### config.mk
export PLATFORM = sky130hd
export DESIGN_NAME = mac_stream_top
export DESIGN_NICKNAME = d
export VERILOG_FILES = /design/src/mac_stream_pkg.sv /design/src/operand_loader.sv /design/src/mac_tree_pipeline.sv /design/src/result_fifo.sv /design/src/result_presenter.sv /design/src/mac_stream_top.sv
export VERILOG_INCLUDE_DIRS = /design/src
export SDC_FILE = /design/constraint.sdc
export NUM_CORES = 2
export LEC_CHECK = 0
export CAP_MARGIN = 10
export CORE_MARGIN = 2
export CORE_UTILIZATION = 44
export DETAILED_ROUTE_END_ITERATION = 10
export DONT_BUFFER_PORTS = 1
export HOLD_SLACK_MARGIN = 0.06
export PLACE_DENSITY = 0.69
export SETUP_SLACK_MARGIN = 0.4
export SYNTH_ARGS = -nofsm -noshare
export SYNTH_HDL_FRONTEND = slang
export SYNTH_SLANG_ARGS = --single-unit
### constraint.sdc
create_clock -name clk -period 10.24 [get_ports clk]
set_input_delay 1.024 -clock clk [delete_from_list [all_inputs] [get_ports clk]]
set_output_delay 1.024 -clock clk [all_outputs]
set_load 0.1 [all_outputs]
### src/mac_stream_defines.svh
// Dot-product stream parameters

`ifndef MAC_STREAM_DEFINES_SVH
`define MAC_STREAM_DEFINES_SVH

// ======================================================================
// Datapath sizing
// ======================================================================

// Width of one operand word and of one result
`define MAC_WIDTH 16

// Words per vector, fixed by the eight-input adder tree
`define MAC_VEC_LEN 8

// Pipeline depth in enabled cycles
`define MAC_LATENCY 4

// Result slots, must exceed MAC_LATENCY
`define MAC_FIFO_DEPTH 8

`endif

### src/mac_stream_pkg.sv
// Dot-product stream types

`include "mac_stream_defines.svh"

package mac_stream_pkg;

   // ======================================================================
   // Shared datapath types
   // ======================================================================

   // One serial operand word
   typedef logic [`MAC_WIDTH-1:0] mac_word_t;

   // Full operand vector, slot 0 in the low bits
   typedef mac_word_t [`MAC_VEC_LEN-1:0] mac_vec_t;

   // One wrapped dot-product result
   typedef logic [`MAC_WIDTH-1:0] mac_result_t;

   // Delivered-result counter, wraps at 2^16
   typedef logic [15:0] mac_count_t;

endpackage

### src/operand_loader.sv
// Serial operand loader

`timescale 1ns/1ps

`include "mac_stream_defines.svh"

module operand_loader
   import mac_stream_pkg::*;
(
   input  logic      clk,
   input  logic      rst,
   input  mac_word_t word,
   input  logic      word_valid,
   input  logic      run,
   output mac_vec_t  vec,
   output logic      vec_valid,
   output logic      busy
);

   localparam int IDX_W = $clog2(`MAC_VEC_LEN);

   // Next slot to fill
   logic [IDX_W-1:0] idx;
   // Word accepted this cycle
   logic             accept;
   // Accepted word completes the vector
   logic             last_word;

   assign accept    = word_valid && !vec_valid;
   assign last_word = accept && (idx == IDX_W'(`MAC_VEC_LEN - 1));

   // Held vector blocks new words until the pipeline takes it
   assign busy = vec_valid;

   // ======================================================================
   // Slot index and vector-ready flag
   // ======================================================================

   always_ff @(posedge clk or posedge rst) begin
      if (rst) begin
         idx       <= '0;
         vec_valid <= 1'b0;
      end else begin
         // Index wraps back to slot 0 after the last word
         if (accept) begin
            idx <= idx + 1'b1;
         end
         if (last_word) begin
            vec_valid <= 1'b1;
         end else if (run) begin
            // Pipeline captured the vector on this edge
            vec_valid <= 1'b0;
         end
      end
   end

   // ======================================================================
   // Vector slots, filled in arrival order
   // ======================================================================

   always_ff @(posedge clk) begin
      if (accept) begin
         vec[idx] <= word;
      end
   end

   // Outside must respect busy
   a_no_word_while_busy : assert property (
      @(posedge clk) disable iff (rst)
      busy |-> !word_valid
   ) else $error("operand_loader: word strobed while busy");

endmodule

### src/mac_tree_pipeline.sv
// Multiply and adder-tree pipeline

`timescale 1ns/1ps

`include "mac_stream_defines.svh"

module mac_tree_pipeline
   import mac_stream_pkg::*;
(
   input  logic                                  clk,
   input  logic                                  rst,
   input  logic                                  run,
   input  mac_vec_t                              vec,
   input  logic                                  vec_valid,
   output mac_result_t                           res,
   output logic                                  res_valid,
   output logic [$clog2(`MAC_LATENCY + 1)-1:0]   inflight
);

   localparam int INF_W    = $clog2(`MAC_LATENCY + 1);
   localparam int N_PROD   = `MAC_VEC_LEN / 2;
   localparam int N_SUM    = N_PROD / 2;

   // Stage 1 operand register
   mac_vec_t    in_r;
   // Stage 2 pairwise products
   mac_result_t mult_r [N_PROD];
   // Stage 3 first adder level
   mac_result_t add_r  [N_SUM];
   // Stage 4 final sum
   mac_result_t sum_r;

   // Valid bit for each stage, index 0 is stage 1
   logic [`MAC_LATENCY-1:0] valid_r;

   // ======================================================================
   // Datapath, everything frozen while run is low
   // ======================================================================

   always_ff @(posedge clk) begin
      if (run) begin
         in_r <= vec;
         // Products of neighbouring slots, truncated to result width
         for (int i = 0; i < N_PROD; i++) begin
            mult_r[i] <= mac_result_t'(in_r[2*i] * in_r[2*i+1]);
         end
         // First tree level
         for (int i = 0; i < N_SUM; i++) begin
            add_r[i] <= mult_r[2*i] + mult_r[2*i+1];
         end
         // Root of the tree
         sum_r <= add_r[0] + add_r[1];
      end
   end

   assign res = sum_r;

   // ======================================================================
   // Valid tracking
   // ======================================================================

   always_ff @(posedge clk or posedge rst) begin
      if (rst) begin
         valid_r <= '0;
      end else if (run) begin
         valid_r <= {valid_r[`MAC_LATENCY-2:0], vec_valid};
      end
   end

   assign res_valid = valid_r[`MAC_LATENCY-1];

   // Occupied stages, used by the FIFO to reserve slots
   always_comb begin
      inflight = '0;
      for (int i = 0; i < `MAC_LATENCY; i++) begin
         inflight = inflight + INF_W'(valid_r[i]);
      end
   end

endmodule

### src/result_fifo.sv
// Result FIFO with in-flight reservation

`timescale 1ns/1ps

`include "mac_stream_defines.svh"

module result_fifo #(
   parameter type item_t = logic [`MAC_WIDTH-1:0],
   parameter int  DEPTH  = `MAC_FIFO_DEPTH
) (
   input  logic                                  clk,
   input  logic                                  rst,
   input  logic                                  wr,
   input  item_t                                 wr_data,
   input  logic [$clog2(`MAC_LATENCY + 1)-1:0]   inflight,
   input  logic                                  pop,
   output item_t                                 rd_data,
   output logic                                  empty,
   output logic                                  run
);

   localparam int PTR_W = (DEPTH > 1) ? $clog2(DEPTH) : 1;
   localparam int CNT_W = $clog2(DEPTH + 1);

   // Payload storage
   item_t             mem [DEPTH];

   logic [PTR_W-1:0]  rd_ptr;
   logic [PTR_W-1:0]  wr_ptr;
   logic [CNT_W-1:0]  count;
   logic [CNT_W-1:0]  free_slots;
   logic              full;
   logic              wr_en;
   logic              rd_en;

   assign empty      = (count == '0);
   assign full       = (count == CNT_W'(DEPTH));
   assign free_slots = CNT_W'(DEPTH) - count;

   // Pipeline may advance only if every stage it holds has a slot waiting
   assign run = (free_slots > CNT_W'(inflight));

   // Writes only land on edges where the pipeline moves
   assign wr_en = wr && run;
   assign rd_en = pop && !empty;

   // Oldest entry is always visible
   assign rd_data = mem[rd_ptr];

   // ======================================================================
   // Storage write
   // ======================================================================

   always_ff @(posedge clk) begin
      if (wr_en) begin
         mem[wr_ptr] <= wr_data;
      end
   end

   // ======================================================================
   // Pointers and occupancy
   // ======================================================================

   always_ff @(posedge clk or posedge rst) begin
      if (rst) begin
         rd_ptr <= '0;
         wr_ptr <= '0;
         count  <= '0;
      end else begin
         if (wr_en) begin
            wr_ptr <= (wr_ptr == PTR_W'(DEPTH - 1)) ? '0 : wr_ptr + 1'b1;
         end
         if (rd_en) begin
            rd_ptr <= (rd_ptr == PTR_W'(DEPTH - 1)) ? '0 : rd_ptr + 1'b1;
         end
         case ({wr_en, rd_en})
            2'b10:   count <= count + 1'b1;
            2'b01:   count <= count - 1'b1;
            default: count <= count;
         endcase
      end
   end

   // Reservation must keep a finished result from meeting a full buffer
   a_no_write_when_full : assert property (
      @(posedge clk) disable iff (rst)
      wr |-> !full
   ) else $error("result_fifo: result arrived with no free slot");

   // Consumer only pops what is there
   a_no_pop_when_empty : assert property (
      @(posedge clk) disable iff (rst)
      pop |-> !empty
   ) else $error("result_fifo: pop while empty");

endmodule

### src/result_presenter.sv
// Result output stage

`timescale 1ns/1ps

module result_presenter
   import mac_stream_pkg::*;
(
   input  logic        clk,
   input  logic        rst,
   input  mac_result_t fifo_data,
   input  logic        fifo_empty,
   output logic        pop,
   input  logic        take,
   output mac_result_t result,
   output logic        result_valid,
   output mac_count_t  result_count
);

   // Output slot frees up this cycle
   logic slot_free;

   assign slot_free = !result_valid || take;

   // Refill from the FIFO whenever the slot is free
   assign pop = slot_free && !fifo_empty;

   // ======================================================================
   // Output register
   // ======================================================================

   always_ff @(posedge clk) begin
      if (pop) begin
         result <= fifo_data;
      end
   end

   always_ff @(posedge clk or posedge rst) begin
      if (rst) begin
         result_valid <= 1'b0;
         result_count <= '0;
      end else begin
         if (pop) begin
            result_valid <= 1'b1;
         end else if (take) begin
            result_valid <= 1'b0;
         end
         // One count per delivered result
         if (take && result_valid) begin
            result_count <= result_count + 1'b1;
         end
      end
   end

   // Outside only takes a presented result
   a_take_needs_valid : assert property (
      @(posedge clk) disable iff (rst)
      take |-> result_valid
   ) else $error("result_presenter: take with no result presented");

endmodule

### src/mac_stream_top.sv
// Dot-product stream top level

`timescale 1ns/1ps

`include "mac_stream_defines.svh"

module mac_stream_top
   import mac_stream_pkg::*;
(
   input  logic        clk,
   input  logic        rst,
   input  mac_word_t   word,
   input  logic        word_valid,
   output logic        busy,
   input  logic        take,
   output mac_result_t result,
   output logic        result_valid,
   output mac_count_t  result_count
);

   // Loader to pipeline
   mac_vec_t    vec;
   logic        vec_valid;

   // Pipeline to FIFO
   mac_result_t res;
   logic        res_valid;
   logic [$clog2(`MAC_LATENCY + 1)-1:0] inflight;

   // FIFO back to pipeline and loader
   logic        run;

   // FIFO to presenter
   mac_result_t fifo_data;
   logic        fifo_empty;
   logic        pop;

   operand_loader u_loader (
      .clk        (clk),
      .rst        (rst),
      .word       (word),
      .word_valid (word_valid),
      .run        (run),
      .vec        (vec),
      .vec_valid  (vec_valid),
      .busy       (busy)
   );

   mac_tree_pipeline u_pipeline (
      .clk       (clk),
      .rst       (rst),
      .run       (run),
      .vec       (vec),
      .vec_valid (vec_valid),
      .res       (res),
      .res_valid (res_valid),
      .inflight  (inflight)
   );

   result_fifo #(
      .item_t (mac_result_t),
      .DEPTH  (`MAC_FIFO_DEPTH)
   ) u_fifo (
      .clk      (clk),
      .rst      (rst),
      .wr       (res_valid),
      .wr_data  (res),
      .inflight (inflight),
      .pop      (pop),
      .rd_data  (fifo_data),
      .empty    (fifo_empty),
      .run      (run)
   );

   result_presenter u_presenter (
      .clk          (clk),
      .rst          (rst),
      .fifo_data    (fifo_data),
      .fifo_empty   (fifo_empty),
      .pop          (pop),
      .take         (take),
      .result       (result),
      .result_valid (result_valid),
      .result_count (result_count)
   );

endmodule

Word level (Yosys, flattened, before mapping)
Memory sizes are Yosys's and may differ from the RTL's. A register that Yosys moved wholly into a read port is not among the register bits.
Index checks and enable logic that the tools add are counted.
{"block": "word_totals", "regBits": 307, "ramBits": 224, "input_bits": 20, "output_inout_bits": 34, "n_memories": 3}
{"block": "op_classes", "addsub": 13, "multipliers": 4, "order_cmp": 3, "eq_ne": 5, "n_mux": 14, "reduce_logical": 15}
{"memory": "u_fifo.mem", "depth": 8, "width": 16, "rd": 1, "rd_ports_with_merged_regs": 1, "write_ports": 1, "line": "result_fifo.sv:26", "source": "item_t mem [DEPTH];"}
{"memory": "u_pipeline.mult_r", "depth": 4, "width": 16, "rd": 4, "rd_ports_with_merged_regs": 0, "write_ports": 4, "line": "mac_tree_pipeline.sv:27", "source": "mac_result_t mult_r [N_PROD];"}
{"memory": "u_pipeline.add_r", "depth": 2, "width": 16, "rd": 2, "rd_ports_with_merged_regs": 0, "write_ports": 2, "line": "mac_tree_pipeline.sv:29", "source": "mac_result_t add_r [N_SUM];"}
{"cell": "128-bit bitwise mux", "n": 1}
{"cell": "16-bit by 16-bit multiplier with 16-bit output", "n": 4}
{"cell": "16-bit adder", "n": 3}
{"cell": "16-bit demux with 3-bit select", "n": 1}
{"cell": "16-bit by 1-bit adder with 16-bit output, second input constant", "n": 1}
{"cell": "16-bit two-way mux", "n": 1}
{"cell": "3-bit by 1-bit adder with 3-bit output, second input constant", "n": 3}
{"cell": "3-bit == test, second input constant", "n": 3}
{"cell": "1-bit two-way mux", "n": 8}
{"cell": "4-bit case mux with 2 select lines", "n": 1}
{"cell": "1-bit logical AND", "n": 7}
{"cell": "3-bit by 1-bit adder with 3-bit output", "n": 2}
{"cell": "3-bit two-way mux", "n": 2}
{"cell": "2-bit nonzero test", "n": 3}
{"cell": "4-bit by 1-bit adder with 4-bit output, second input constant", "n": 1}
{"cell": "4-bit by 3-bit > comparator with 1-bit output", "n": 1}
{"cell": "4-bit zero test", "n": 1}
{"cell": "3-bit by 4-bit less-than comparator with 1-bit output, second input constant", "n": 1}
{"cell": "4-bit by 1-bit subtractor with 4-bit output, second input constant", "n": 1}
{"cell": "4-bit subtractor, first input constant", "n": 1}
{"cell": "3-bit by 1-bit greater-or-equal comparator with 1-bit output, second input constant", "n": 1}
{"cell": "1-bit zero test", "n": 3}
{"cell": "1-bit by 1-bit adder with 2-bit output", "n": 1}
{"cell": "2-bit by 1-bit == test with 1-bit output, second input constant", "n": 1}
{"cell": "2 further kinds", "n": 2}

Longest topological paths before layout
{"block": "logic_depth", "depth_word": 7, "mapped_depth": 21}

Modules after synthesis
A second synthesis with hierarchy kept.
{"block": "unflattened", "hier_cells": 2915, "area_unflattened_um2": 36232.2}
{"module": "mac_tree_pipeline", "n_inst": 1, "cells_per_inst": 2407, "area_per_inst_um2": 25184.2, "seq_area_each_um2": 7307.0}
{"module": "result_fifo", "n_inst": 1, "cells_per_inst": 268, "area_per_inst_um2": 5669.2, "seq_area_each_um2": 4093.9}
{"module": "operand_loader", "n_inst": 1, "cells_per_inst": 155, "area_per_inst_um2": 4107.7, "seq_area_each_um2": 3943.8}
{"module": "result_presenter", "n_inst": 1, "cells_per_inst": 85, "area_per_inst_um2": 1271.2, "seq_area_each_um2": 905.9}

Least setup slack after synthesis
No wires, ideal clock.
{"block": "synth_timing", "path_kind": "register to register", "from": "reg u_pipeline.valid_r[0]", "to": "mem u_fifo.mem[2][0] (netlist name) (enable)", "setup_ns": 0.436, "arrival_ns": 10.354, "slack_ns": -0.550, "stages_incl_launch_ff": 14, "n_path_buf": 0, "period_less_slack_ns": 10.790, "path_cell_list": "dfrtp_1 -> ha_1 -> inv_1 -> fa_1 -> inv_1 -> ha_1 -> inv_1 -> ha_1 -> nor2b_1 -> o21a_1 -> o21ai_0 -> nand2_1 -> nand2_1 -> nor4b_1"}
{"block": "synth_between", "elab_chain_cells": 7}
{"item": "start, declared", "line": "mac_tree_pipeline.sv:34", "source": "logic [`MAC_LATENCY-1:0] valid_r;"}
{"item": "start signal, assigned", "line": "mac_tree_pipeline.sv:66", "source": "valid_r <= {valid_r[`MAC_LATENCY-2:0], vec_valid};"}
{"item": "1-bit by 1-bit adder with 2-bit output", "line": "mac_tree_pipeline.sv:76", "source": "inflight = inflight + INF_W'(valid_r[i]);"}
{"item": "3-bit by 1-bit adder with 3-bit output (2 in series)", "line": "mac_tree_pipeline.sv:76"}
{"item": "4-bit by 3-bit > comparator with 1-bit output", "line": "result_fifo.sv:41", "source": "assign run = (free_slots > CNT_W'(inflight));"}
{"item": "1-bit logical AND", "line": "result_fifo.sv:44", "source": "assign wr_en = wr && run;"}
{"item": "1-bit two-way mux", "line": "result_fifo.sv:55", "source": "if (wr_en) begin"}
{"item": "1-bit two-way mux (not written as such)", "line": "result_fifo.sv:56", "source": "mem[wr_ptr] <= wr_data;"}
{"item": "end, declared", "line": "result_fifo.sv:26"}
No other way between the ends.

==> results.py <==
metrics = {
    "synth": {
        "synth-edff-count": 512,
        "seq_area_frac_synth": 0.454,
        "synth.ff_latch_count": 547,
        "synth_cells": 2866,
        "yosys.area_share.adder": 0.271,
        "syn_area_per_cell_um2": 12.5,
        "synth-warning-count": 0,
        "synth_simple_gate_area_share": 0.103,
        "synth.area.mux_share": 0.0292,
        "synth_fp_nets": 3468,
        "synth-xor-area-share": 0.0545,
        "synth-main-ff-cell": "edfxtp_1",
        "postSynth.asyncResetShare": 0.0640,
        "synth_cell_types": 61,
        "synthesis.area_um2": 35800,
        "synth-compound-area-share": 0.0300,
        "dominant_combinational_cell_family_by_area_after_synthesis": "adder cells",
    },
    "worst_setup_path": {
        "cp_data_required_time_ns": 10.60,
        "timing.critical_path.arrival_ns": 5.83,
        "timing.critical_path.to_type": "flip-flop",
        "crit_fanout": 15,
        "cp-start-kind": "flip-flop",
        "r2r_slack_ns": 4.77,
        "r2r_cells": 18,
        "critical_path_class": "reg2reg",
        "critical_path.reg2reg.startpoint": "u_pipeline.in_r[113]",
        "worst_r2r_endpoint": "u_pipeline.mult_r[3][13]",
    },
    "routing": {
        "post_drt_wl_per_cell_um": 17.2,
        "drt_pass1_iterations": 5,
        "residual_antenna_violating_net_count_after_detailed_routing": 0,
        "finalWirelength_mm": 68.5,
        "num_vias": 19600,
        "drc_errors": 0,
        "routed_via_density": 4.92,
        "iteration_0_drc_count_of_the_detailed_router": 1240,
    },
    "placed_design": {
        "place.gp.congestion": 0.839,
        "placed_cells_incl_taps": 3884,
        "detailedPlace.worstSlack_ns": 4.83,
        "dpl.hpwl_mm": 50.1,
        "place.port_buffers": 0,
    },
    "sta": {
        "rsz_0062_raised_after_global_routing": "no",
        "setup_viol_count_final": 0,
        "finalSetupTns_ns": 0,
        "final_hold_viol_count": 0,
        "worstMarginPinSlew_ns": 1.05,
        "final-max-slew-violation-count": 0,
        "achievable-frequency_mhz": 183,
        "slew_headroom": 0.303,
        "layout_worst_path_cycle_share": 0.535,
        "final.setup_skew_ns": 0.0245,
        "post-route-min-period_ns": 5.47,
        "timing.hold.ws_ns": 0.412,
        "finalWorstSetupSlack_ns": 4.77,
    },
    "global_route": {
        "top_usage_layer": "met2",
        "largest_net_degree_at_the_start_of_global_routing": 103,
        "grtUsageMet2": 0.277,
        "wire_length_of_the_first_global_routing_pass_mm": 112,
        "globalRouteMet3Util": 0.0253,
        "gr-total-overflow": 0,
        "grt_pass1_vias": 20600,
        "gr-usage-all-layers": 0.171,
        "use_met1": 0.246,
        "grt_antenna_before_repair": 2,
    },
    "finish": {
        "fraction_of_final_layout_cells_with_drive_strength_greater_than_1": 0.0671,
        "final_cell_mix": "edfxtp_1, inv_1, fa_1",
        "fillerInstances": 7010,
        "seqCellArea_um2": 16300,
        "area_growth_syn_to_layout_pct": 8.73,
        "layout.cells.most_common": "edfxtp_1",
        "layout.nets": 3482,
        "multiInputGateArea_um2": 17500,
        "layout.cells.non_filler": 3986,
    },
    "die": {
        "fp.dieArea_um2": 83700,
        "floorplan.initialDensity": 0.445,
        "die_height_um": 289,
        "fp.coreArea_um2": 80500,
        "placementRows": 104,
        "num_io_pins": 54,
        "dieWidth_um": 289,
    },
    "min_path": {
        "min-delay-path-class": "reg2reg",
        "hold_path_depth": 0,
        "worstHoldStart": "u_loader.vec[99]",
        "hold_end": "u_pipeline.in_r[99]",
    },
    "clocking": {
        "cts_tree": "yes",
        "cts_buffers": 54,
        "cts_root_buffer": "clkbuf_16",
        "holdBufCountCts": 0,
        "post_cts_resize_count": 0,
        "number_of_buffers_added_for_setup_after_cts": 0,
        "max-clock-path-buffers": 3,
        "cts_h_tree_depth": 2,
        "clkTransAtPathRegs_ns": 0.07,
        "insertion_delay_ns": 0.62,
        "clock_sinks": 547,
    },
    "job": {
        "maxcap_viol_count": 0,
    },
    "status": {
        "outcome": "completed",
    },
}
worst max-delay path by stage:
| stage | start | end | slack, ns | depth (start not counted) |
|---|---|---|---|---|
| 2_1_floorplan | u_pipeline.valid_r[0] | u_fifo.mem[4][0] | 2.28 | 13 |
| 3_3_place_gp | u_pipeline.in_r[17] | u_pipeline.mult_r[0][15] | 4.91 | 17 |
| 3_5_place_dp | u_pipeline.in_r[113] | u_pipeline.mult_r[3][13] | 4.83 | 20 |
| 4_1_cts | u_pipeline.in_r[17] | u_pipeline.mult_r[0][13] | 4.82 | 16 |
| 5_1_grt | u_pipeline.in_r[0] | u_pipeline.mult_r[0][15] | 4.54 | 18 |
| 6_report | u_pipeline.in_r[113] | u_pipeline.mult_r[3][13] | 4.77 | 18 |
critical path, stage by stage, from the launching register on:
cell and delay, ns:
edfxtp_1 0.63, and2_1 0.27, fa_1 0.54, inv_1 0.06
fa_1 0.54, inv_1 0.04, ha_1 0.27, ha_1 0.27
inv_1 0.05, fa_1 0.45, fa_1 0.50, inv_1 0.04
ha_1 0.32, nor2b_1 0.15, a311oi_1 0.41, a21oi_1 0.21
a21o_1 0.21, a21oi_1 0.17, xnor2_1 0.08
cell usage after synthesis (3+ instances only):
master | instances | area, um^2
nor3_1 | 17 | 85.1
a21o_1 | 21 | 158
a211oi_1 | 3 | 22.5
nand2b_1 | 10 | 62.6
inv_1 | 488 | 1830
o21ai_1 | 4 | 20.0
mux4_2 | 32 | 721
nor2b_1 | 15 | 93.8
dfrtp_1 | 35 | 876
clkbuf_1 | 63 | 236
o21ai_0 | 30 | 150
xor2_1 | 54 | 473
nor4_1 | 3 | 18.8
nand2_1 | 312 | 1170
fa_1 | 325 | 6510
nor3b_1 | 4 | 30.0
a21oi_1 | 51 | 255
and2_1 | 279 | 1750
mux2_2 | 27 | 304
o21a_1 | 7 | 52.6
nor2_1 | 51 | 191
or3_1 | 8 | 50.1
o21bai_1 | 10 | 75.1
xnor2_1 | 169 | 1480
a31oi_1 | 7 | 43.8
or2_2 | 5 | 31.3
nand3_1 | 14 | 70.1
buf_2 | 4 | 20.0
nand4_1 | 7 | 43.8
and3_1 | 3 | 18.8
ha_1 | 257 | 3220
edfxtp_1 | 512 | 15400
flip-flops by register name, indices dropped and copies added (netlist names):
name / cells
u_pipeline.mult_r: 64
u_pipeline.add_r: 32
u_fifo.wr_ptr: 3
u_pipeline.valid_r: 4
u_presenter.result_count: 16
u_presenter.result: 16
u_fifo.mem: 128
u_pipeline.res: 16
u_loader.busy: 1
u_loader.idx: 3
u_fifo.count: 4
u_presenter.result_valid: 1
u_fifo.rd_ptr: 3
u_loader.vec: 128
u_pipeline.in_r: 128
metrics by stage:
step,util,instance area (um^2)
2_1_floorplan,-,35800
6_report,0.483,38900
3_5_place_dp,0.461,37100
5_1_grt,0.483,38900
3_3_place_gp,0.461,37100
4_1_cts,0.483,38900
cells by family (layout without fill, tap and decap cells):
logic type,Yosys count,in the layout
adder cells (fa/ha/maj),582,582
AO/OA/AOI/OAI,162,162
XOR/XNOR,223,223
buffers and inverters,555,612
multiplexers,61,61
other,0,3
flip-flops,547,547
AND/OR/NAND/NOR,736,736
final cells by class:
type | instances | share of cell area
multi-input cells | 1764 | 0.451
flip-flops and latches | 547 | 0.417
inverters | 488 | 0.0470
clock buffers | 62 | 0.0360
well taps | 1060 | 0.0341
clock inverters | 37 | 0.00999
repair buffers | 25 | 0.00482
diodes | 3 | 0.000193
per-layer routing:
layer | part of all wire | vias up
li1 | - | 9353
met1 | 0.47 | 9762
met2 | 0.46 | 415
met3 | 0.047 | 87
met4 | 0.019 | 0
met5 | 0 | -
Power is not shown: default switching activity piles up to over one toggle a cycle in this logic, so the estimate is an artifact.
